<file path="config.mk">
export PLATFORM = sky130hd
export DESIGN_NAME = gpio_regs
export DESIGN_NICKNAME = d
export VERILOG_FILES = /design/src/hdl/soc_bus_pkg.sv /design/src/hdl/gpio_regs.sv
export SDC_FILE = /design/constraint.sdc
export NUM_CORES = 1
export LEC_CHECK = 0
export ABC_AREA = 0
export BUFFER_PORTS_ARGS = -buffer_cell sky130_fd_sc_hd__buf_2
export CELL_PAD_IN_SITES_DETAIL_PLACEMENT = 1
export CELL_PAD_IN_SITES_GLOBAL_PLACEMENT = 2
export CORE_ASPECT_RATIO = 0.5
export CORE_MARGIN = 8
export CORE_UTILIZATION = 38
export CTS_BUF_LIST = sky130_fd_sc_hd__clkbuf_4 sky130_fd_sc_hd__clkbuf_8
export DETAILED_ROUTE_END_ITERATION = 8
export PLACE_DENSITY_LB_ADDON = 0.1
export SLEW_MARGIN = 20
export SYNTH_ARGS = -nofsm -noshare
export SYNTH_HDL_FRONTEND = slang
export SYNTH_SLANG_ARGS = --single-unit
</file>
<file path="constraint.sdc">
create_clock -name clk_i -period 1.6 [get_ports clk_i]
set_clock_uncertainty 0.15 [all_clocks]
set_input_delay 0.4 -clock clk_i [delete_from_list [all_inputs] [get_ports clk_i]]
set_output_delay 0.4 -clock clk_i [all_outputs]
set_load 0.05 [all_outputs]
</file>
<file path="src/hdl/soc_bus_pkg.sv">
package soc_bus_pkg;

    // Bus widths.
    localparam int ADDR_W = 16;
    localparam int DATA_W = 32;
    localparam int SEL_W  = 4;

    // Offset within a slave window.
    localparam int OFS_W = 12;

    localparam int RAM_WORDS = 256;

    // Address map decoded on bits 13 and 12.
    localparam logic [ADDR_W-1:0] RAM_BASE  = 16'h0000;
    localparam logic [ADDR_W-1:0] UART_BASE = 16'h1000;
    localparam logic [ADDR_W-1:0] GPIO_BASE = 16'h2000;

    // GPIO register offsets.
    localparam logic [OFS_W-1:0] GPIO_OUT_OFS = 12'h000;
    localparam logic [OFS_W-1:0] GPIO_IN_OFS  = 12'h004;

    typedef enum logic [1:0] {
        SLV_RAM  = 2'b00,
        SLV_UART = 2'b01,
        SLV_GPIO = 2'b10,
        SLV_NONE = 2'b11
    } slave_e;

endpackage

</file>
<file path="src/hdl/gpio_regs.sv">
`timescale 1ns/1ps

module gpio_regs (
    input  logic                           clk_i,
    input  logic                           arst_n_i,
    input  logic                           req_i,
    input  logic                           we_i,
    input  logic [soc_bus_pkg::OFS_W-1:0]  adr_i,
    input  logic [soc_bus_pkg::DATA_W-1:0] dat_i,
    input  logic [soc_bus_pkg::SEL_W-1:0]  sel_i,
    input  logic [soc_bus_pkg::DATA_W-1:0] gpio_i,
    output logic [soc_bus_pkg::DATA_W-1:0] dat_o,
    output logic [soc_bus_pkg::DATA_W-1:0] gpio_o
);

    logic [soc_bus_pkg::DATA_W-1:0] out_q;
    logic [soc_bus_pkg::DATA_W-1:0] sync1_q;
    logic [soc_bus_pkg::DATA_W-1:0] sync2_q;

    always_ff @(posedge clk_i or negedge arst_n_i) begin
        if (!arst_n_i) begin
            out_q   <= '0;
            sync1_q <= '0;
            sync2_q <= '0;
        end else begin
            // Two flop synchronizer on the inputs.
            sync1_q <= gpio_i;
            sync2_q <= sync1_q;
            if (req_i && we_i && adr_i == soc_bus_pkg::GPIO_OUT_OFS) begin
                for (int b = 0; b < soc_bus_pkg::SEL_W; b++) begin
                    if (sel_i[b]) begin
                        out_q[8*b +: 8] <= dat_i[8*b +: 8];
                    end
                end
            end
        end
    end

    always_ff @(posedge clk_i) begin
        if (req_i && !we_i) begin
            if (adr_i == soc_bus_pkg::GPIO_OUT_OFS) begin
                dat_o <= out_q;
            end else if (adr_i == soc_bus_pkg::GPIO_IN_OFS) begin
                dat_o <= sync2_q;
            end else begin
                dat_o <= '0;
            end
        end
    end

    assign gpio_o = out_q;

endmodule

</file>
After elaboration in Yosys (flattened, before gate mapping) --
Cells that the tools add are included.
Storage, ports and cells: register bits after elaboration 128, logic and storage cells 19, output and inout bits 64, bits in latches 0, bits in writable memories 0, input bits 84, memories 0, memory bits (read-only) 0
Cells by class: $add $sub $neg 0, equality and inequality tests 1, $lt $le $gt $ge 0, $mul 0, divide/modulo/power cells 0, shifts and indexed selects 0, muxes and demuxes 2, reduce and logical (&&, ||, !) cells 9, bitwise gates (word level) 0
Operators by type and width (number):
- $mux 32 | 2
- $eq 12x3->1 const B | 1
- $logic_not 12->1 | 1
- $reduce_and 2->1 | 4
- $logic_and 1x1->1 | 3
- $logic_not 1->1 | 1

Logic depth before layout (Yosys ltp) --
Gate-level depths: netlist (run 1).
word-level depth 3, mapped depth 6, gate-level depth less buffers 3

Least setup slack after synthesis (run 1) --
No wires, ideal clock.
path type input port to flip-flop, start point input port we_i, end point register dat_o[0] in the netlist's numbering, enable pin, setup slack -0.828 ns, setup time 0.425 ns, stages 1, buffers on the path 0, required time 1.025 ns, data arrival time 1.852 ns, path through nor2b_1
On the way: cells in the longest elaborated chain, start to end 2
RTL lines:
- from (decl) | RTL line gpio_regs.sv:7 | input logic we_i,
- $logic_not 1->1 | RTL line gpio_regs.sv:40 | if (req_i && !we_i) begin
- $logic_and 1x1->1 | RTL line gpio_regs.sv:40
- to (signal assigned) | RTL line gpio_regs.sv:42 | dat_o <= out_q;
- to (signal assigned) | RTL line gpio_regs.sv:44 | dat_o <= sync2_q;
- to (decl) | RTL line gpio_regs.sv:12 | output logic [soc_bus_pkg::DATA_W-1:0] dat_o,
No other way between the ends. A chain may end at the register's enable or synchronous reset.

Worst setup path in the final report (run 1) --
start point input port adr_i[9] in the netlist's numbering, end point register out_q, in the netlist gpio_o[21]
On the way: cells in the longest elaborated chain, start to end 3
RTL lines:
- from (decl) | RTL line gpio_regs.sv:8 | input logic [soc_bus_pkg::OFS_W-1:0] adr_i,
- $logic_not 12->1 | RTL line gpio_regs.sv:29 | if (req_i && we_i && adr_i == soc_bus_pkg::GPIO_OUT_OFS) begin
- $logic_and 1x1->1 | RTL line gpio_regs.sv:29
- $reduce_and 2->1 (no line)
- to (signal, indexed assignment) | RTL line gpio_regs.sv:32 | out_q[8*b +: 8] <= dat_i[8*b +: 8];
- to (decl) | RTL line gpio_regs.sv:16 | logic [soc_bus_pkg::DATA_W-1:0] out_q;
No other way between the ends.

==> flow_metrics.tcl, run 1 <==
set metrics [dict create \
    p_per_area_nw_per_um2 1052 \
    antenna_found_initial 0 \
    whs_ns 0.05069 \
    rsz0062_at_grt "yes" \
    synth_seq_cells 128 \
    critical_path_required_ns 1.76 \
    crit_family "simple AND/OR/NAND/NOR gates" \
    final_cell_count_no_fill 627 \
    grt_max_degree 36 \
    yosysTopAreaCell "dfrtp_1" \
    syn_nets 332 \
    tightestPinTransition_ns 0.4148 \
    io_pins 148 \
    area_growth_pct 55.82 \
    dpl.cell_count 546 \
    path_buf_inv 2 \
    drtIter0Drc 130 \
    ant_nets 0 \
    fin_crit_sh_pct 111.5 \
    maxCapViolCount 0 \
    hold_viol_final 0 \
    fin_crit_ns 1.785 \
    synth_area_leaders "dfrtp_1, edfxtp_1, mux2i_1" \
    dpl_cell_area_sq_um 5470 \
    start_util_pct 39.36 \
    synth_top_area_share_pct 55.08 \
    design.die.area_sq_um 15370 \
    setup_viol 64 \
    design_area_sq_um 6797 \
    wl_mm 11.97 \
    outcome "finished with violations" \
    num_vias 2892 \
    max_freq_mhz 560.4 \
    num_rows 27 \
    grt_pass1_vias 3440 \
    post_drt_wl_per_cell_microns 19.09 \
    worst_slew_margin_rel_pct 72.35 \
    critPathMaxStageDelay_ns 0.61 \
    drcViolationCount 0 \
    syn_area_per_cell_sq_um 17.59 \
    critPathSlowestCell "or4_4" \
    end_kind "flip-flop" \
    seq_area_frac_synth_pct 77.11 \
    drv_slew 0 \
    die-width_microns 167.5 \
    clk_pin_slew_ns 0.08 \
    core_area_sq_um 11080 \
    synth_warnings 0 \
    die_h_microns 91.76 \
    synth_area_sq_um 4362 \
    cts_made_buffers 17 \
    cp_max_fo 8 \
    hp-class "in2reg" \
    port-buffer-count 147 \
    via_per_inst 4.612 \
    violations "setup timing" \
    clock_sinks 128 \
    post-route-util_pct 61.34 \
    grt-ovfl-total 0 \
    p_leak_nw 3.211 \
    setup_slack_ns -0.1845 \
    htreeDepth 4 \
    cts_root_buf "clkbuf_8" \
    drive_gt1_share_pct 51.24 \
    track_usage_pct 16.09 \
    syn_inst 248 \
    dp_hpwl_mm 8.129 \
    grt_pass1_wl_mm 18.97 \
    start_kind "input pin" \
    cts_tree "done" \
    insertedDiodeCount 0 \
    gp_congestion 0.7490 \
    cts_buffer_depth 2 \
    insertion_delay_ns 0.42 \
    vdd_drop_max_mv 0.3999 \
    criticalPathCategory "in2reg" \
    drtPass1Iterations 4 \
    worst_ep_arrival_time_ns 1.95 \
    ys_types 13 \
    nNetsFinal 553 \
    path_cells "buf_6 -> or4_4 -> nor4_4 -> buf_12 -> mux2_2" \
]
[registers in the layout, indices dropped and copies added (netlist names)]
signal,flops
gpio_o,32
sync2_q,32
sync1_q,32
dat_o,32
[final timing paths]
| kind | from | to | slack [ns] | cells after the start |
|---|---|---|---|---|
| min in group asynchronous | arst_n_i | sync1_q[6]$_DFF_PN0_ | 0.26 | 2 |
| max reg2reg | gpio_o[24]$_DFFE_PN0P_ | dat_o[24]$_DFFE_PP_ | 0.41 | 3 |
| max | adr_i[9] | gpio_o[21]$_DFFE_PN0P_ | -0.18 | 5 |
| max in group asynchronous | arst_n_i | sync2_q[4]$_DFF_PN0_ | 0.54 | 3 |
| min | dat_i[22] | gpio_o[22]$_DFFE_PN0P_ | 0.05 | 2 |
| min reg2reg | sync1_q[11]$_DFF_PN0_ | sync2_q[11]$_DFF_PN0_ | 0.20 | 0 |
[what timing repair did]
item                                   in CTS  in global routing
resized for setup                         102                 41
setup endpoints to repair                 109                107
pin swaps                                   2                  0
endpoints found under the hold margin      68                  0
hold buffers                               33                  0
buffers inserted                            8                  8
[power by group]
part           switching [mW]  internal, mW
Clock                    1.31          1.78
Sequential             0.0377          3.46
Combinational           0.311         0.248
[cell families after synthesis]
family	share of synthesized area [%]
muxes	15.61
and+or+nand+nor	6.282
DFF	77.11
buffers and inverters	1.004
[synth_stat cells]
library cell and n:
mux2i_1 32, mux2_2 27, or4_1 2, mux2_1 5, or3_1 2, nor4_4 4, nor2_1 32, dfrtp_1 96
buf_2 2, nand4b_1 4, edfxtp_1 32, nor2b_1 1, clkbuf_1 9
[metrics by stage]
stage               setup slack [ns]  total power, mW  setup TNS, ns
finish                       -0.1845            7.147         -8.905
CTS                          -0.1738            7.206         -7.715
floorplan                    -0.5889            3.770         -33.41
detailed placement           -0.6640            4.024         -38.74
global route                 -0.2124            7.422         -10.11
global placement             -0.6302            4.009         -37.59
[cells in the final DEF, fill, tap and decap left out, types with 2 or more instances in the layout]
cell type and count:
buf_12 7, buf_2 84, buf_4 40, buf_6 49, bufinv_16 4, clkbuf_8 19
clkinv_2 2, clkinv_4 3, clkinvlp_4 2, dfrtp_1 96, dlygate4sd3_1 33, edfxtp_1 32
mux2_1 3, mux2_2 4, mux2_4 25, mux2i_1 32, nand4b_1 4, nor2_1 32
nor4_4 4, or3_1 2, or4_4 2
[layer usage]
metal | part of all wire [%] | up-vias | GRT usage [%]
met1 | 40 | 1484 | 17.63
met3 | 5.6 | 12 | 5.558
li1 | - | 1314 | -
met4 | 1.1 | 0 | 5.609
met2 | 53 | 82 | 29.01
met5 | 0 | - | 0
[final cells by class]
type | count | area [sq um]
fillers | 1063 | 4284
flip-flops and latches | 128 | 3363
repair buffers | 213 | 1743
multi-input cells | 109 | 1064
clock buffers | 19 | 261.5
clock inverters | 13 | 183.9
well taps | 145 | 181.4
(Power assumes the default switching activity.)
==> run 2: changes to the inputs <==
CORE_MARGIN = unset   (was 8)
==> run 2 against run 1 <==
Net effect: utilization increased by 2.2 points; clock-buffer cell count is the same; non-clock buffer count grew 2; the run still ends with setup timing left; clock power grew 5%; critical endpoint is now dat_o[8]$_DFFE_PP_; worst hold slack gained 0.0096 ns; design area up 3.6%; critical path depth unchanged; highest routed layer unchanged; register-to-register slack got worse by 0.08 ns; first-iteration DRC count shrank 22%; wire length fell by 3.7%; total power increased by 2.2%; flip-flop and latch count did not move.
==> flow_metrics.tcl, run 2 (synthesis results as in run 1) <==
set metrics [dict create \
    final_cell_mix "dfrtp_1, buf_2, buf_6, buf_4, dlygate4sd3_1" \
    reg2reg_from "gpio_o[21]$_DFFE_PN0P_" \
    final_cell_count_no_fill 629 \
    nNetsFinal 555 \
    drv_slew 0 \
    vdd_drop_max_mv 0.4081 \
    pre_cts_ws_ns -0.6669 \
    dp_hpwl_mm 7.064 \
    worst_slew_margin_rel_pct 67.99 \
    end_kind "flip-flop" \
    clock_sinks 128 \
    drcViolationCount 0 \
    core_area_sq_um 11080 \
    crit_start "adr_i[5]" \
    grt_pass1_vias 3250 \
    p_per_area_nw_per_um2 1037 \
    grt_use_met2_pct 35.23 \
    insertion_delay_ns 0.42 \
    cts_root_buf "clkbuf_8" \
    insertedDiodeCount 0 \
    fin_crit_sh_pct 111.8 \
    via_per_inst 4.563 \
    htreeDepth 4 \
    start_util_pct 39.36 \
    antenna_found_initial 0 \
    criticalPathCategory "in2reg" \
    num_vias 2870 \
    hp-class "in2reg" \
    design.die.area_sq_um 11940 \
    layout_commonest_cell "dfrtp_1" \
    cts_tree "done" \
    fin_crit_ns 1.789 \
    p_total_mw 7.303 \
    drive_gt1_share_pct 57.23 \
    gp_congestion 0.7391 \
    io_pins 148 \
    track_usage_pct 20.43 \
    grt_max_degree 44 \
    worst_ep_arrival_time_ns 1.92 \
    p_leak_nw 3.259 \
    critical_path_required_ns 1.73 \
    grt-ovfl-total 0 \
    die_h_microns 77.76 \
    outcome "finished with violations" \
    hold_viol_final 0 \
    hp-start "dat_i[9]" \
    die-width_microns 153.5 \
    use_met3_pct 5.028 \
    max_freq_mhz 559.1 \
    met1_usage_pct 25.50 \
    start_kind "input pin" \
    maxCapViolCount 0 \
    num_rows 27 \
    drtPass1Iterations 4 \
    fill_cells 1022 \
    dpl.cell_count 545 \
    setup_slack_ns -0.1887 \
    wl_mm 11.52 \
    post_drt_wl_per_cell_microns 18.32 \
    cts_made_buffers 17 \
    clk_pin_slew_ns 0.07 \
    cts_buffer_depth 2 \
    area_growth_pct 61.50 \
    setup_viol 64 \
    rsz0062_at_grt "yes" \
    cp_max_fo 11 \
    ant_nets 0 \
    violations "setup timing" \
    grt_pass1_wl_mm 17.80 \
    tightestPinTransition_ns 0.4801 \
    grt_busiest_layer "met2" \
    drtIter0Drc 102 \
    port-buffer-count 147 \
]
[run 2: through the flow]
step                setup TNS, ns  hold slack, ns  utilization [%]  area [sq um]
floorplan                  -33.41        -0.04559                -          4436
global placement           -38.22          0.1474            49.07          5438
detailed placement         -38.79          0.1529            49.07          5438
CTS                        -7.143         0.02225            60.63          6718
global route               -10.86         0.03010            63.57          7044
finish                     -10.58         0.06030            63.57          7044
[run 2: power breakdown]
part	switching, mW	total [mW]	internal [mW]
clock	1.29	3.24	1.95
combinational	0.322	0.565	0.243
sequential	0.0385	3.50	3.46
[run 2: worst paths after layout]
kind / to / slack, ns / cells after the start
max: dat_o[8]$_DFFE_PP_ / -0.19 / 5
min: gpio_o[9]$_DFFE_PN0P_ / 0.06 / 2
max reg2reg: dat_o[21]$_DFFE_PP_ / 0.33 / 3
min reg2reg: sync2_q[16]$_DFF_PN0_ / 0.19 / 0
max in group asynchronous: gpio_o[7]$_DFFE_PN0P_ / 0.50 / 3
min in group asynchronous: sync2_q[16]$_DFF_PN0_ / 0.26 / 2
[run 2: metal layers]
| metal | wire, microns | part of all wire [%] |
|---|---|---|
| met3 | 481 | 4.2 |
| met5 | 0 | 0 |
| met2 | 6067 | 53 |
| met4 | 49 | 0.43 |
| met1 | 4925 | 43 |
[run 2: area by class of cell]
type | count | area, sq um | area share (%)
repair buffers | 215 | 1780 | 25.28
flip-flops and latches | 128 | 3363 | 47.74
clock buffers | 19 | 261.5 | 3.712
clock inverters | 13 | 207.7 | 2.948
well taps | 145 | 181.4 | 2.575
multi-input cells | 109 | 1250 | 17.74
[run 2: critical path, cell delays in order]
cell and delay, ns:
buf_6 0.09, or4_4 0.61, or3_4 0.53, buf_8 0.19
nor2_1 0.10
[run 2: repair_timing]
| item | in CTS | in global routing |
|---|---|---|
| pin swaps | 6 | 3 |
| gates cloned | 1 | 1 |
| endpoints found under the setup margin | 111 | 98 |
| setup buffers | 7 | 10 |
| hold buffers | 33 | 0 |
| resized for setup | 119 | 76 |
| endpoints found under the hold margin | 70 | 0 |
==> run 3: changes to the inputs <==
GPL_ROUTABILITY_DRIVEN = 0   (was unset)
SETUP_SLACK_MARGIN = 0.5   (was unset)
==> run 3 against run 2 <==
Net effect: the run ends with hold timing, setup timing left; fmax down 0.39%; clock power is 21% lower; wire length decreased by 1.8%; final cell count grew 3.2%; critical path type unchanged; largest cell class unchanged; highest routed layer unchanged.
==> flow_metrics.tcl, run 3 (synthesis results as in run 1) <==
set metrics [dict create \
    setup-tns-final_ns -8.327 \
    rrSetupSlack_ns 0.33 \
    drtIter0Drc 78 \
    track_usage_pct 20.08 \
    outcome "finished with violations" \
    grt-ovfl-total 0 \
    cts_tree "done" \
    insertedDiodeCount 0 \
    crit_family "simple AND/OR/NAND/NOR gates" \
    design.die.area_sq_um 11940 \
    path_cells "buf_6 -> or4_4 -> buf_6 -> nor4_4 -> buf_4 -> mux2_4" \
    num_rows 27 \
    design_area_sq_um 7097 \
    insertion_delay_ns 0.43 \
    post_drt_wl_per_cell_microns 17.44 \
    ctsHoldBuffers 32 \
    p_per_area_nw_per_um2 933.2 \
    port-buffer-count 147 \
    antenna_found_initial 0 \
    rsz0062_at_grt "yes" \
    grt_pass1_wl_mm 17.47 \
    dpl.cell_count 545 \
    drive_gt1_share_pct 59.92 \
    die-width_microns 153.5 \
    core_area_sq_um 11080 \
    nNetsFinal 575 \
    end_kind "flip-flop" \
    worst_ep_arrival_time_ns 1.96 \
    criticalPathCategory "in2reg" \
    post-route-util_pct 64.05 \
    p_total_mw 6.623 \
    dp_hpwl_mm 6.885 \
    worst_slew_margin_rel_pct 71.65 \
    drv_slew 0 \
    max_freq_mhz 556.9 \
    clk_pin_slew_ns 0.07 \
    start_util_pct 39.36 \
    cts_buffer_depth 2 \
    num_vias 2925 \
    vdd_drop_max_mv 0.4987 \
    io_pins 148 \
    final_cell_mix "buf_2, dfrtp_1, buf_4, buf_6" \
    grt_pass1_vias 3300 \
    layout_commonest_cell "buf_2" \
    clock_sinks 128 \
    hold_viol_final 18 \
    die_h_microns 77.76 \
    maxCapViolCount 0 \
    via_per_inst 4.507 \
    drcViolationCount 0 \
    path_buf_inv 3 \
    setup_viol 64 \
    whs_ns -0.2978 \
    p_leak_nw 3.299 \
    cp_max_fo 5 \
    setup_slack_ns -0.1957 \
    wl_mm 11.32 \
    final_cell_count_no_fill 649 \
    critical_path_required_ns 1.76 \
    critPathMaxStageDelay_ns 0.62 \
    grt_max_degree 35 \
    cts_made_buffers 17 \
    critPathSlowestCell "or4_4" \
    area_growth_pct 62.71 \
    tightestPinTransition_ns 0.4253 \
    ant_nets 0 \
    crit_path_frequent_cell "buf_6" \
    dpl_cell_area_sq_um 5473 \
    start_kind "input pin" \
    cts_root_buf "clkbuf_8" \
    hp-class "in2async" \
    pre_cts_ws_ns -0.6666 \
    drtPass1Iterations 4 \
    violations "hold timing, setup timing" \
    htreeDepth 4 \
    fin_crit_sh_pct 112.2 \
    fin_crit_ns 1.796 \
]
[run 3: area by class of cell]
class | count | area, sq um
Clock inverter | 11 | 91.34
Clock buffer | 21 | 270.3
Fill cell | 1024 | 3984
Tap cell | 145 | 181.4
Sequential cell | 128 | 3398
Multi-Input combinational cell | 109 | 1090
Timing Repair Buffer | 235 | 2066
[run 3: layer usage]
metal / vias up / track usage [%] / wire, microns
met4: 0 / 6.600 / 72
met1: 1480 / 24.14 / 4883
met3: 9 / 5.978 / 512
met2: 81 / 34.86 / 5851
met5: - / 0 / 0
li1: 1355 / - / -
[run 3: power by group]
group          switching (mW)  leakage, nW  internal (mW)
sequential             0.0421         1.43           3.46
clock                    1.25        0.185           1.30
combinational           0.307         1.69          0.260
total                    1.60         3.30           5.02
[run 3: worst paths after layout]
kind | startpoint | endpoint | cells past startpoint
hold / removal | arst_n_i | sync2_q[16]$_DFF_PN0_ | 1
setup / recovery | adr_i[10] | gpio_o[24]$_DFFE_PN0P_ | 6
hold reg to reg | sync1_q[28]$_DFF_PN0_ | sync2_q[28]$_DFF_PN0_ | 0
setup reg to reg | gpio_o[2]$_DFFE_PN0P_ | dat_o[2]$_DFFE_PP_ | 4
max in group asynchronous | arst_n_i | gpio_o[23]$_DFFE_PN0P_ | 2
min in group clk_i | dat_i[16] | gpio_o[16]$_DFFE_PN0P_ | 2
[run 3: timing repair]
| action | 4_1_cts | 5_1_grt |
|---|---|---|
| pin swaps | 3 | 0 |
| buffers inserted | 34 | 6 |
| endpoints found under the setup margin | 128 | 128 |
| resized for setup | 178 | 13 |
| endpoints found under the hold margin | 50 | 18 |
