[config.mk]
export PLATFORM = sky130hd
export DESIGN_NAME = dbus
export DESIGN_NICKNAME = d
export VERILOG_FILES = /design/src/hdl/soc_bus_pkg.sv /design/src/hdl/dbus.sv
export SDC_FILE = /design/constraint.sdc
export NUM_CORES = 1
export LEC_CHECK = 0
export BUFFER_PORTS_ARGS = -buffer_cell sky130_fd_sc_hd__buf_2
export CAP_MARGIN = 20
export CORE_AREA = 2 2 92 94
export DETAILED_ROUTE_END_ITERATION = 8
export DIE_AREA = 0 0 94 96
export PLACE_DENSITY_LB_ADDON = 0.3
export SYNTH_ARGS = -nofsm -noshare
export SYNTH_HDL_FRONTEND = slang
export SYNTH_SLANG_ARGS = --single-unit
[constraint.sdc]
create_clock -name clk_i -period 1.7 [get_ports clk_i]
set_clock_uncertainty 0.05 [all_clocks]
set_input_delay 0.255 -clock clk_i [delete_from_list [all_inputs] [get_ports clk_i]]
set_output_delay 0.255 -clock clk_i [all_outputs]
set_load 0.005 [all_outputs]
[src/hdl/soc_bus_pkg.sv]
package soc_bus_pkg;

    // Bus widths.
    localparam int ADDR_W = 16;
    localparam int DATA_W = 32;
    localparam int SEL_W  = 4;

    // Offset within a slave window.
    localparam int OFS_W = 12;

    localparam int RAM_WORDS = 256;

    // Address map decoded on bits 13 and 12.
    localparam logic [ADDR_W-1:0] RAM_BASE  = 16'h0000;
    localparam logic [ADDR_W-1:0] UART_BASE = 16'h1000;
    localparam logic [ADDR_W-1:0] GPIO_BASE = 16'h2000;

    // GPIO register offsets.
    localparam logic [OFS_W-1:0] GPIO_OUT_OFS = 12'h000;
    localparam logic [OFS_W-1:0] GPIO_IN_OFS  = 12'h004;

    typedef enum logic [1:0] {
        SLV_RAM  = 2'b00,
        SLV_UART = 2'b01,
        SLV_GPIO = 2'b10,
        SLV_NONE = 2'b11
    } slave_e;

endpackage

[src/hdl/dbus.sv]
`timescale 1ns/1ps

module dbus (
    input  logic                           clk_i,
    input  logic                           arst_n_i,
    input  logic                           wb_cyc_i,
    input  logic                           wb_stb_i,
    input  logic                           wb_we_i,
    input  logic [soc_bus_pkg::ADDR_W-1:0] wb_adr_i,
    input  logic [soc_bus_pkg::DATA_W-1:0] wb_dat_i,
    input  logic [soc_bus_pkg::SEL_W-1:0]  wb_sel_i,
    output logic [soc_bus_pkg::DATA_W-1:0] wb_dat_o,
    output logic                           wb_ack_o,
    output logic                           ram_req_o,
    output logic                           uart_req_o,
    output logic                           gpio_req_o,
    output logic                           slv_we_o,
    output logic [soc_bus_pkg::OFS_W-1:0]  slv_adr_o,
    output logic [soc_bus_pkg::DATA_W-1:0] slv_dat_o,
    output logic [soc_bus_pkg::SEL_W-1:0]  slv_sel_o,
    input  logic [soc_bus_pkg::DATA_W-1:0] ram_dat_i,
    input  logic [soc_bus_pkg::DATA_W-1:0] uart_dat_i,
    input  logic [soc_bus_pkg::DATA_W-1:0] gpio_dat_i,
    input  logic                           uart_ready_i
);

    soc_bus_pkg::slave_e dec_slv;
    soc_bus_pkg::slave_e slv_q;
    logic                busy_q;
    logic                ack_q;
    logic                issue;

    // ****************************************
    // Address decode and request strobes.
    // ****************************************
    always_comb begin
        case (wb_adr_i[13:12])
            soc_bus_pkg::RAM_BASE[13:12]:  dec_slv = soc_bus_pkg::SLV_RAM;
            soc_bus_pkg::UART_BASE[13:12]: dec_slv = soc_bus_pkg::SLV_UART;
            soc_bus_pkg::GPIO_BASE[13:12]: dec_slv = soc_bus_pkg::SLV_GPIO;
            default:                       dec_slv = soc_bus_pkg::SLV_NONE;
        endcase
    end

    // Only the UART can stall a transfer.
    assign issue = wb_cyc_i && wb_stb_i && !busy_q &&
                   (dec_slv != soc_bus_pkg::SLV_UART || uart_ready_i);

    assign ram_req_o  = issue && (dec_slv == soc_bus_pkg::SLV_RAM);
    assign uart_req_o = issue && (dec_slv == soc_bus_pkg::SLV_UART);
    assign gpio_req_o = issue && (dec_slv == soc_bus_pkg::SLV_GPIO);

    assign slv_we_o  = wb_we_i;
    assign slv_adr_o = wb_adr_i[soc_bus_pkg::OFS_W-1:0];
    assign slv_dat_o = wb_dat_i;
    assign slv_sel_o = wb_sel_i;

    always_ff @(posedge clk_i or negedge arst_n_i) begin
        if (!arst_n_i) begin
            ack_q  <= 1'b0;
            busy_q <= 1'b0;
            slv_q  <= soc_bus_pkg::SLV_NONE;
        end else begin
            ack_q <= issue;
            if (issue) begin
                busy_q <= 1'b1;
                slv_q  <= dec_slv;
            end else if (!wb_stb_i || !wb_cyc_i) begin
                busy_q <= 1'b0;
            end
        end
    end

    // ****************************************
    // Read data return.
    // ****************************************
    always_comb begin
        case (slv_q)
            soc_bus_pkg::SLV_RAM:  wb_dat_o = ram_dat_i;
            soc_bus_pkg::SLV_UART: wb_dat_o = uart_dat_i;
            soc_bus_pkg::SLV_GPIO: wb_dat_o = gpio_dat_i;
            default:               wb_dat_o = '0;
        endcase
    end

    assign wb_ack_o = ack_q;

endmodule

After elaboration in Yosys (flattened, before gate mapping). Cells that the tools add are included. Widths: inputs -> output; s select.

Equal/unequal tests: 7. Multiplexer cells: 4. Reduce and logical (&&, ||, !) cells: 15.

Operators with widths (number): $pmux 32 s3 (1); $eq 2x1->1 const B (3); $eq 2x2->1 const B (3); $logic_and 1x1->1 (6); $logic_not 2->1 (3); $pmux 2 s3 (1); $logic_not 1->1 (3); $logic_or 1x1->1 (2); $mux 1 (2); $ne 2x1->1 const B (1); $reduce_bool 2->1 (1).

Register bits after elaboration: 4. Bits of input ports: 154. Output and inout bits: 85. Logic and storage cells: 29.

Longest topological paths before layout. Gate-level depths: netlist (run 1).

Word-level depth: 6. Mapped depth: 5. Depth with buffers taken out: 2.

Worst setup path before layout (run 1). OpenSTA, ideal clock, no wires.

Path kind: flip-flop to output port. Start point: register slv_q[0]. End point: output wb_dat_o[0] (netlist name). Arrival: 1107 ps. Required time: 1395 ps. Path slack: 288 ps. Cell stages (with the launch flop): 6. Buffers on the path: 3. Path through: dfstp_2 > buf_4 > nor2b_4 > buf_6 > buf_8 > o2bb2ai_2.

Word-level cells in the longest chain between the ends: 2. Elaborated cells between the ends (all ways): 4. Those cells by class: eq/ne (2); mux (1); reduce/logical (1).

Ends and longest elaborated chain: from (decl) (line dbus.sv:28) `soc_bus_pkg::slave_e slv_q;`; from (signal assigned) (line dbus.sv:62) `slv_q <= soc_bus_pkg::SLV_NONE;`; from (signal assigned) (line dbus.sv:67) `slv_q <= dec_slv;`; $eq 2x2->1, or another cell as far along (line dbus.sv:78) `case (slv_q)`; $pmux 32 s3 * (line dbus.sv:78); to (decl) (line dbus.sv:12) `output logic [soc_bus_pkg::DATA_W-1:0] wb_dat_o,`.

Mark *: on every way between the ends. The rest lies on a longest branch, timed or not.

Worst setup path in the final report (run 1).
Start point: register slv_q[1]. End point: output wb_dat_o[8] (netlist name).

The elaborated chain is that of the path after synthesis.

==> flow_summary.toml, run 1 <==
[outcome]
status = "finished, violations left"
violations = "setup timing"

[final_layout]
layout.cells.non_filler = 344
diodes = 0
seqCellArea_um2 = 103
layout.nets = 394
fill_cells = 883
multi_input_area_um2 = 875
final_core_utilization = 0.245
drive_gt1_frac = 0.753
syn2layout_area_growth_pct = 37.2

[floorplanning]
start_util = 0.179
dieWidth_um = 94
die_area_um2 = 9020
core_um2 = 8050
pin_count = 239
num_rows = 33
die_h_um = 96

[sta]
worst_pin_slew_ns = 0.361
finalHoldViolations = 0
setup_slack_ns = -0.0965
setup_viol = 32
setup_tns_ns = -1.36
finalCritPeriodShare = 1.06
clock.fmax_mhz = 557
rsz0062_at_grt = "yes"
maxSlewViolCount = 0
relSlewSlack = 0.759
fin_crit_ns = 1.80

[worst_setup_path]
reg2reg_depth = 3
r2r_start = "slv_q[0]$_DFFE_PN1P_"
worstPathRequired_ns = 1.39
cp-end-kind = "output pin"
regToRegSetupSlack_ns = 0.32
worstReg2RegEnd = "slv_q[0]$_DFFE_PN1P_"
start_kind = "flip-flop"
path_class = "reg -> out"
arrival_ns = 1.49
cp_max_fo = 21

[placement]
io_buffers = 138
gp_congestion = 0.645
dpl.hpwl_mm = 3.47
pre_cts_ws_ns = -0.303
place_inst = 332

[cts]
clock-root-buffer = "clkbuf_8"
cts_sinks = 4
clk_pin_slew_ns = 0.04
cts_htree_levels = 1
cts_made_buffers = 3
clock_path_buffers = 2
insertion_delay_ns = 0.22
cts_tree = "built"

[global_routing]
grt_pass1_wl_mm = 5.91
antenna_found_initial = 0
met2_usage = 0.154
met3_usage = 0.0164
grt_max_degree = 35
gr-usage-met1 = 0.0894
grt_pass1_vias = 1267
grt-busiest-layer = "met2"
grt_overflow = 0
grt_use_total = 0.0832

[power_and_ir_drop]
p_per_area_nw_per_um2 = 694
ir_drop_mv = 0.328
finalPower_uw = 1370
leakage_uw = 0.00105

[synthesis]
syn-cell-area_um2 = 1440
netlist_instances = 147
yosysWarnings = 0
syn_area_per_cell_um2 = 9.79
syn_nets = 301
seq_area_frac_synth = 0.0713
synth.distinct_cells = 24
ys_seq_elements = 4

[worst_hold_path]
hold-path-cell-count = 3
hold_class = "in -> reg"
hold_path_end = "busy_q$_DFFE_PN0P_"
hold_start = "wb_cyc_i"

[route]
wirelength_mm = 4.40
antenna_left = 0
vias_per_cell = 4.11
drc_errors = 0
drt-initial-drc-count = 16
first_pass_iters = 4
wl_per_cell_um = 12.8
vias = 1415

[run]
maxCapViolations = 0
==> cell usage in the layout, fill, tap and decap left out <==
master	instances
buf_2	138
mux2i_1	27
o2bb2ai_2	20
o2bb2ai_1	12
mux2i_2	5
buf_4	4
clkbuf_8	3
buf_12	3
nor2b_4	2
nand3b_1	2
nor2_1	2
nor3_1	2
inv_1	2
dfrtp_1	2
buf_6	2
dfstp_2	2
nor3b_1	1
and4bb_2	1
and2_1	1
a211oi_1	1
and4b_1	1
and3b_1	1
a211o_1	1
nand2_1	1
a21oi_1	1
clkbuf_1	1
dlygate4sd3_1	1
==> logic make-up after synthesis <==
family / share of synthesized area
buffers and inverters: 0.343
AOI/OAI and AO/OA: 0.297
muxes: 0.223
and+or+nand+nor: 0.0661
DFF: 0.0713
==> timing repair <==
action	4_1_cts	5_1_grt
setup buffers	6	0
resized for setup	8	3
endpoints found under the hold margin	4	0
gates cloned	1	0
setup endpoints to repair	32	32
hold buffers	1	0
==> how the worst max path moves through the flow <==
stage                     cells after the start                 start  slack (ns)      endpoint
final                                         4  slv_q[1]$_DFFE_PN1P_        -0.1   wb_dat_o[8]
after global routing                          4  slv_q[1]$_DFFE_PN1P_       -0.16   wb_dat_o[8]
after CTS                                     4  slv_q[1]$_DFFE_PN1P_       -0.11   wb_dat_o[8]
after detailed placement                      3  slv_q[0]$_DFFE_PN1P_       -0.30  wb_dat_o[12]
after global placement                        3  slv_q[0]$_DFFE_PN1P_       -0.29  wb_dat_o[18]
after floorplan                               5  slv_q[0]$_DFFE_PN1P_        0.29   wb_dat_o[0]
==> power by group <==
| part | switching, uW | total [uW] | internal (uW) | leakage, uW |
|---|---|---|---|---|
| clock network | 51.4 | 212 | 160 | 0.0000228 |
| registers | 19.5 | 136 | 117 | 0.0000473 |
| logic | 469 | 1020 | 553 | 0.000979 |
| total | 540 | 1370 | 830 | 0.00105 |
==> area by class of cell <==
cell class,count,share of cell area
repair buffers,148,0.412
clock buffers,4,0.0228
inverters,2,0.00380
flip-flops and latches,4,0.0520
multi-input cells,81,0.443
well taps,105,0.0665
==> critical path: stages, from the launching register on <==
cell and delay (ns):
dfstp_2 0.57, buf_12 0.20, mux2i_2 0.27, o2bb2ai_2 0.08
buf_2 0.13
==> metal layers <==
metal / routed length (um) / vias up
met3: 501 / 20
met1: 1610 / 612
met5: 0 / -
li1: - / 678
met4: 119 / 0
met2: 2180 / 105
==> state kept, by name (all words and copies together), names as in the netlist <==
register and count:
busy_q 1, slv_q 2, wb_ack_o 1
==> per-stage QoR <==
step           hold WS (ns)  area, um^2
3_3_place_gp         0.0143        1800
5_1_grt               0.247        1970
6_report              0.234        1970
4_1_cts               0.228        1960
2_1_floorplan       -0.0906        1440
3_5_place_dp         0.0164        1800
==> cells in the mapped netlist, drive strengths merged <==
library cell  count  area share
a211oi            1      0.0052
nor3b             1      0.0052
nor2              2      0.0052
and4bb            1      0.0087
dfrtp             2       0.035
and3b             1      0.0061
nand3b            2       0.010
mux2i            32        0.22
nor2b             1      0.0096
inv               2      0.0052
a21oi             1      0.0035
clkbuf            1      0.0026
and2              1      0.0044
nor3              2      0.0070
o2bb2ai          32        0.28
dfstp             2       0.037
nand2             1      0.0026
a211o             1      0.0061
and4b             1      0.0070
buf              60        0.34
(Power assumes the default switching activity.)
==> inputs of run 2 (changes only) <==
--- a/config.mk
+++ b/config.mk
@@ -9,4 +9,5 @@
 export CAP_MARGIN = 20
 export CORE_AREA = 2 2 92 94
+export CTS_BUF_LIST = sky130_fd_sc_hd__clkbuf_16
 export DETAILED_ROUTE_END_ITERATION = 8
 export DIE_AREA = 0 0 94 96
--- a/constraint.sdc
+++ b/constraint.sdc
@@ -3,3 +3,3 @@
 set_input_delay 0.255 -clock clk_i [delete_from_list [all_inputs] [get_ports clk_i]]
 set_output_delay 0.255 -clock clk_i [all_outputs]
-set_load 0.005 [all_outputs]
+set_load 0.02 [all_outputs]
==> run 2 against run 1 <==
  * Hold slack got worse by 0.012 ns
  * Flip-flop and latch count unchanged
  * Total power increased by 51%
  * Utilization increased by 3.9 points
  * Design area increased by 16%
  * Sequential share of layout area decreased by 0.71 points
  * The run still ends with setup timing left
  * Routed wire length increased by 7.8%
  * Largest power group unchanged
  * Sequential power about the same
==> flow_summary.toml, run 2 (synthesized netlist as in run 1, its figures left out) <==
[worst_setup_path]
cp-end-kind = "output pin"
cpLargestDelayFamily = "flip-flops"
r2r_start = "slv_q[0]$_DFFE_PN1P_"
path_class = "reg -> out"
cp_max_fo = 5
slowest_delay_ns = 0.60
arrival_ns = 1.56
cp-startpoint = "slv_q[1]$_DFFE_PN1P_"
worstPathRequired_ns = 1.39
worstPathCellList = "buf_4 > buf_4 > nor2b_4 > buf_4 > o2bb2ai_2 > buf_2"
crit_top_cell = "buf_4"
slowest_stage = "dfstp_2"
start_kind = "flip-flop"
path_buf_inv = 4

[placement]
dpl_cell_area_um2 = 1800
dpl.hpwl_mm = 3.46
io_buffers = 138
gp_congestion = 0.643

[floorplanning]
core_um2 = 8050
pin_count = 239
start_util = 0.179
die_area_um2 = 9020
dieWidth_um = 94
die_h_um = 96
num_rows = 33

[global_routing]
antenna_found_initial = 0
grt_use_total = 0.0913
grt_max_degree = 35
grt_overflow = 0
grt_pass1_wl_mm = 6.43
grt_pass1_vias = 1320

[power_and_ir_drop]
intPower_uw = 1210
leakage_uw = 0.00113
netSwitchingPower_uw = 864
comb_power_share = 0.754
p_clk_frac = 0.179
power.share.switching = 0.417
seq_power_share = 0.067
p_per_area_nw_per_um2 = 906
finalPower_uw = 2070
ir_drop_mv = 0.413

[cts]
clock_path_buffers = 2
clock-root-buffer = "clkbuf_16"
cts_tree = "built"
insertion_delay_ns = 0.23
cts_made_buffers = 3
cts_htree_levels = 1
clk_pin_slew_ns = 0.03
cts_sinks = 4

[outcome]
violations = "setup timing"
status = "finished, violations left"

[sta]
setup_tns_ns = -4.43
maxSlewViolCount = 0
finalHoldViolations = 0
worst_pin_slew_ns = 0.364
hold_slack_ns = 0.221
rsz0062_at_grt = "yes"
fin_crit_ns = 1.87
finalCritPeriodShare = 1.10
clock.fmax_mhz = 536
relSlewSlack = 0.758
setup_viol = 32
setup_slack_ns = -0.166

[route]
drt-initial-drc-count = 14
drc_errors = 0
first_pass_iters = 2
vias_per_cell = 4.16
vias = 1455
wirelength_mm = 4.74
wl_per_cell_um = 13.6
antenna_left = 0

[final_layout]
largest_register_ff_count = 2
final_cell_mix = "buf_2, o2bb2ai_2, mux2i_1, buf_6, o2bb2ai_1"
fill_cells = 859
final_core_utilization = 0.284
multi_input_area_um2 = 972
layout.nets = 400
final_common_cell = "buf_2"
diodes = 0
final_cell_area_um2 = 2290
seqCellArea_um2 = 103
drive_gt1_frac = 0.796
syn2layout_area_growth_pct = 58.9
top_register = "slv_q"

[run]
maxCapViolations = 0

[worst_hold_path]
hold_class = "in -> reg"
hold_start = "wb_cyc_i"
==> run 2: cell type report <==
cell class | count | area share
Inverter | 2 | 0.00328
Multi-Input combinational cell | 81 | 0.425
Sequential cell | 4 | 0.0449
Clock buffer | 3 | 0.0328
Timing Repair Buffer | 154 | 0.435
Tap cell | 105 | 0.0575
Clock inverter | 1 | 0.00164
==> run 2: path summary, 6_finish.rpt <==
| kind | endpoint | slack (ns) | cells after the start |
|---|---|---|---|
| setup / recovery | wb_dat_o[29] | -0.17 | 6 |
| hold / removal | busy_q$_DFFE_PN0P_ | 0.22 | 3 |
| setup reg to reg | slv_q[0]$_DFFE_PN1P_ | 0.33 | 3 |
| hold reg to reg | busy_q$_DFFE_PN0P_ | 0.49 | 2 |
| max in group asynchronous | slv_q[1]$_DFFE_PN1P_ | 1.08 | 2 |
| min in group asynchronous | wb_ack_o$_DFF_PN0_ | 0.31 | 2 |
==> run 2: power groups by stage <==
stage / Sequential (uW) / Combinational (uW) / Clock [uW]
floorplan: 122 / 1020 / 0
global placement: 127 / 1150 / 0
detailed placement: 127 / 1150 / 0
CTS: 140 / 1530 / 380
global route: 141 / 1670 / 389
finish: 138 / 1560 / 372
==> run 2: repair_timing <==
action | 4_1_cts | 5_1_grt
gates resized for setup | 45 | 16
gates cloned | 3 | 1
endpoints found under the setup margin | 32 | 32
hold endpoints to repair | 4 | 0
pin swaps | 4 | 3
buffers inserted | 9 | 2
hold buffers | 1 | 0
==> run 2: worst min-delay path, delay by kind of cell <==
family          cells  cell delay [ns]
buf+inv             1             0.12
simple gates        1             0.05
compound gates      1             0.03
==> run 2: per-stage QoR <==
stage               instances  setup slack [ns]
finish                    350            -0.166
global route              350            -0.239
CTS                       349            -0.180
detailed placement        332            -0.350
global placement          332            -0.338
floorplan                 147             0.153
==> run 2: routing by layer <==
| layer | up-vias | part of all wire | GRT usage |
|---|---|---|---|
| met3 | 18 | 0.10 | 0.0141 |
| met2 | 103 | 0.52 | 0.177 |
| li1 | 692 | - | - |
| met4 | 0 | 0.023 | 0.0423 |
| met1 | 642 | 0.35 | 0.0960 |
| met5 | - | 0 | 0 |
==> inputs of run 3 (changes only) <==
ABC_AREA = 1   (was unset)
==> run 3 against run 2 <==
  * The flow still finishes with violations (setup timing)
  * Critical endpoint is now wb_dat_o[25]
  * Total power shrank 11%
  * Largest power group unchanged
  * Clock-buffer cell count unchanged
  * Critical path type unchanged
  * Routed wire length rose by 2.0%
  * Sequential power down 9%
==> flow_summary.toml, run 3 <==
[outcome]
status = "finished, violations left"
violations = "setup timing"

[synthesis]
synth_area_leaders = "buf_4, nand2_1, nand3_1, dfstp_2, dfrtp_1"
ys_seq_elements = 4
synthDominantCellAreaShare = 0.337
syn_nets = 368
netlist_instances = 214
ys.flop_type = "dfstp_2"
syn_area_per_cell_um2 = 5.42
yosys.area.top_type = "buf_4"
synth_commonest_cells = "nand2_1, buf_4, nand3_1"
yosysWarnings = 0
seq_area_frac_synth = 0.0885
syn-cell-area_um2 = 1160
synthMostInstantiatedCell = "nand2_1"
synth.distinct_cells = 13
async_flop_share = 1.00
synth_edf_count = 0

[cts]
cts_tree = "built"
clk_pin_slew_ns = 0.03
cts_sinks = 4
clock_path_buffers = 2
cts_htree_levels = 1
cts_made_buffers = 3
insertion_delay_ns = 0.22
clock-root-buffer = "clkbuf_16"

[route]
drt-initial-drc-count = 19
antenna_left = 0
vias_per_cell = 3.95
vias = 1631
drc_errors = 0
wirelength_mm = 4.84
first_pass_iters = 4
wl_per_cell_um = 11.7

[sta]
relSlewSlack = 0.795
worst_pin_slew_ns = 0.306
finalHoldViolations = 0
clock.fmax_mhz = 581
fin_crit_ns = 1.72
setup_slack_ns = -0.0226
setup_viol = 12
rsz0062_at_grt = "yes"
finalCritPeriodShare = 1.01
maxSlewViolCount = 0
setup_tns_ns = -0.0817

[final_layout]
layout.cells.non_filler = 413
final_common_cell = "buf_2"
layout.nets = 462
final_cell_mix = "buf_2, nand2_1, buf_6, nand3_2, inv_1"
top_register = "slv_q"
final_core_utilization = 0.263
drive_gt1_frac = 0.612
syn2layout_area_growth_pct = 82.6
fill_cells = 927
final_cell_area_um2 = 2120
largest_register_ff_count = 2

[global_routing]
met3_usage = 0.0290
gr-usage-met1 = 0.103
grt_pass1_vias = 1425
met2_usage = 0.161
grt-busiest-layer = "met2"
grt_overflow = 0
antenna_found_initial = 1
grt_pass1_wl_mm = 6.53
grt_max_degree = 18
grt_use_total = 0.0914

[worst_setup_path]
worstPathCellList = "buf_4 > nor2_4 > buf_12 > nand2_1 > nand3_2 > buf_6"
worstPathRequired_ns = 1.39
slowest_stage = "dfstp_2"
path_class = "reg -> out"
start_kind = "flip-flop"
slowest_delay_ns = 0.56
cp_max_fo = 15
arrival_ns = 1.42
crit_cells = 6
regToRegSetupSlack_ns = 0.67
r2r_start = "busy_q$_DFFE_PN0P_"
path_buf_inv = 3
reg2reg_depth = 4
worstReg2RegEnd = "slv_q[1]$_DFFE_PN1P_"
cpLargestDelayFamily = "flip-flops"
cp-end-kind = "output pin"

[worst_hold_path]
hold_start = "wb_cyc_i"
hold_path_end = "busy_q$_DFFE_PN0P_"
hold_class = "in -> reg"
hold-path-cell-count = 3

[floorplanning]
die_h_um = 96
die_area_um2 = 9020
start_util = 0.144
num_rows = 33
core_um2 = 8050
pin_count = 239
dieWidth_um = 94

[placement]
dpl.hpwl_mm = 3.71
io_buffers = 138
gp_congestion = 0.626
place_inst = 405
dpl_cell_area_um2 = 1660

[power_and_ir_drop]
p_per_area_nw_per_um2 = 868
ir_drop_mv = 0.356
leakage_uw = 0.00125
finalPower_uw = 1840

[run]
maxCapViolations = 0
-- run 3: changes by cell type after synthesis, sizes merged, moves of 4 or more --
cell	delta
nand3	+34
nor2	+5
nand2	+102
mux2i	-32
o2bb2ai	-32
inv	+4
-- run 3: repair_timing --
item / CTS / global route
pin swaps: 0 / 0
hold buffers: 1 / 0
endpoints found under the setup margin: 32 / 32
setup buffers: 1 / 1
resized for setup: 83 / 13
endpoints found under the hold margin: 4 / 0
-- run 3: worst max-delay path by stage --
| stage | start | endpoint | slack, ns |
|---|---|---|---|
| after CTS | slv_q[1]$_DFFE_PN1P_ | wb_dat_o[9] | -0.05 |
| final | slv_q[1]$_DFFE_PN1P_ | wb_dat_o[25] | -0.02 |
| after floorplan | slv_q[1]$_DFFE_PN1P_ | wb_dat_o[0] | 0.27 |
| after global routing | slv_q[0]$_DFFE_PN1P_ | wb_dat_o[22] | -0.09 |
| after global placement | slv_q[0]$_DFFE_PN1P_ | wb_dat_o[25] | 0.12 |
| after detailed placement | slv_q[0]$_DFFE_PN1P_ | wb_dat_o[25] | 0.11 |
-- run 3: worst register-to-register path: cells and delay by family (launching register included) --
kind	cells	cell delay, ns
simple gates	4	0.54
flops	1	0.37
-- run 3: layout make-up --
cell class	count	area, um^2	area share
repair buffers	147	1010	0.477
well taps	105	131	0.0620
diodes	1	2.50	0.00118
multi-input cells	146	769	0.363
inverters	6	22.5	0.0106
clock buffers	3	75.1	0.0354
flip-flops and latches	4	103	0.0484
clock inverters	1	3.75	0.00177
-- run 3: kinds of logic after synthesis --
kind of cell | share of synthesized area
buffers and inverters | 0.382
flip-flops | 0.0885
AND/OR/NAND/NOR | 0.530
-- run 3: per-layer routing --
layer | up-vias | part of all wire
met5 | - | 0
met4 | 0 | 0.021
met3 | 14 | 0.11
met2 | 88 | 0.49
met1 | 725 | 0.38
li1 | 804 | -
-- run 3: through the flow --
stage          hold WS, ns  worst slack, ns
6_report             0.236          -0.0226
5_1_grt              0.257          -0.0943
4_1_cts              0.238          -0.0529
3_5_place_dp        0.0169            0.110
3_3_place_gp        0.0139            0.121
2_1_floorplan      -0.0906            0.272
-- run 3: where the power goes --
group,switching (uW),total [uW],internal (uW)
clock,64.8,368,303
sequential,12.1,125,113
combinational,703,1340,641
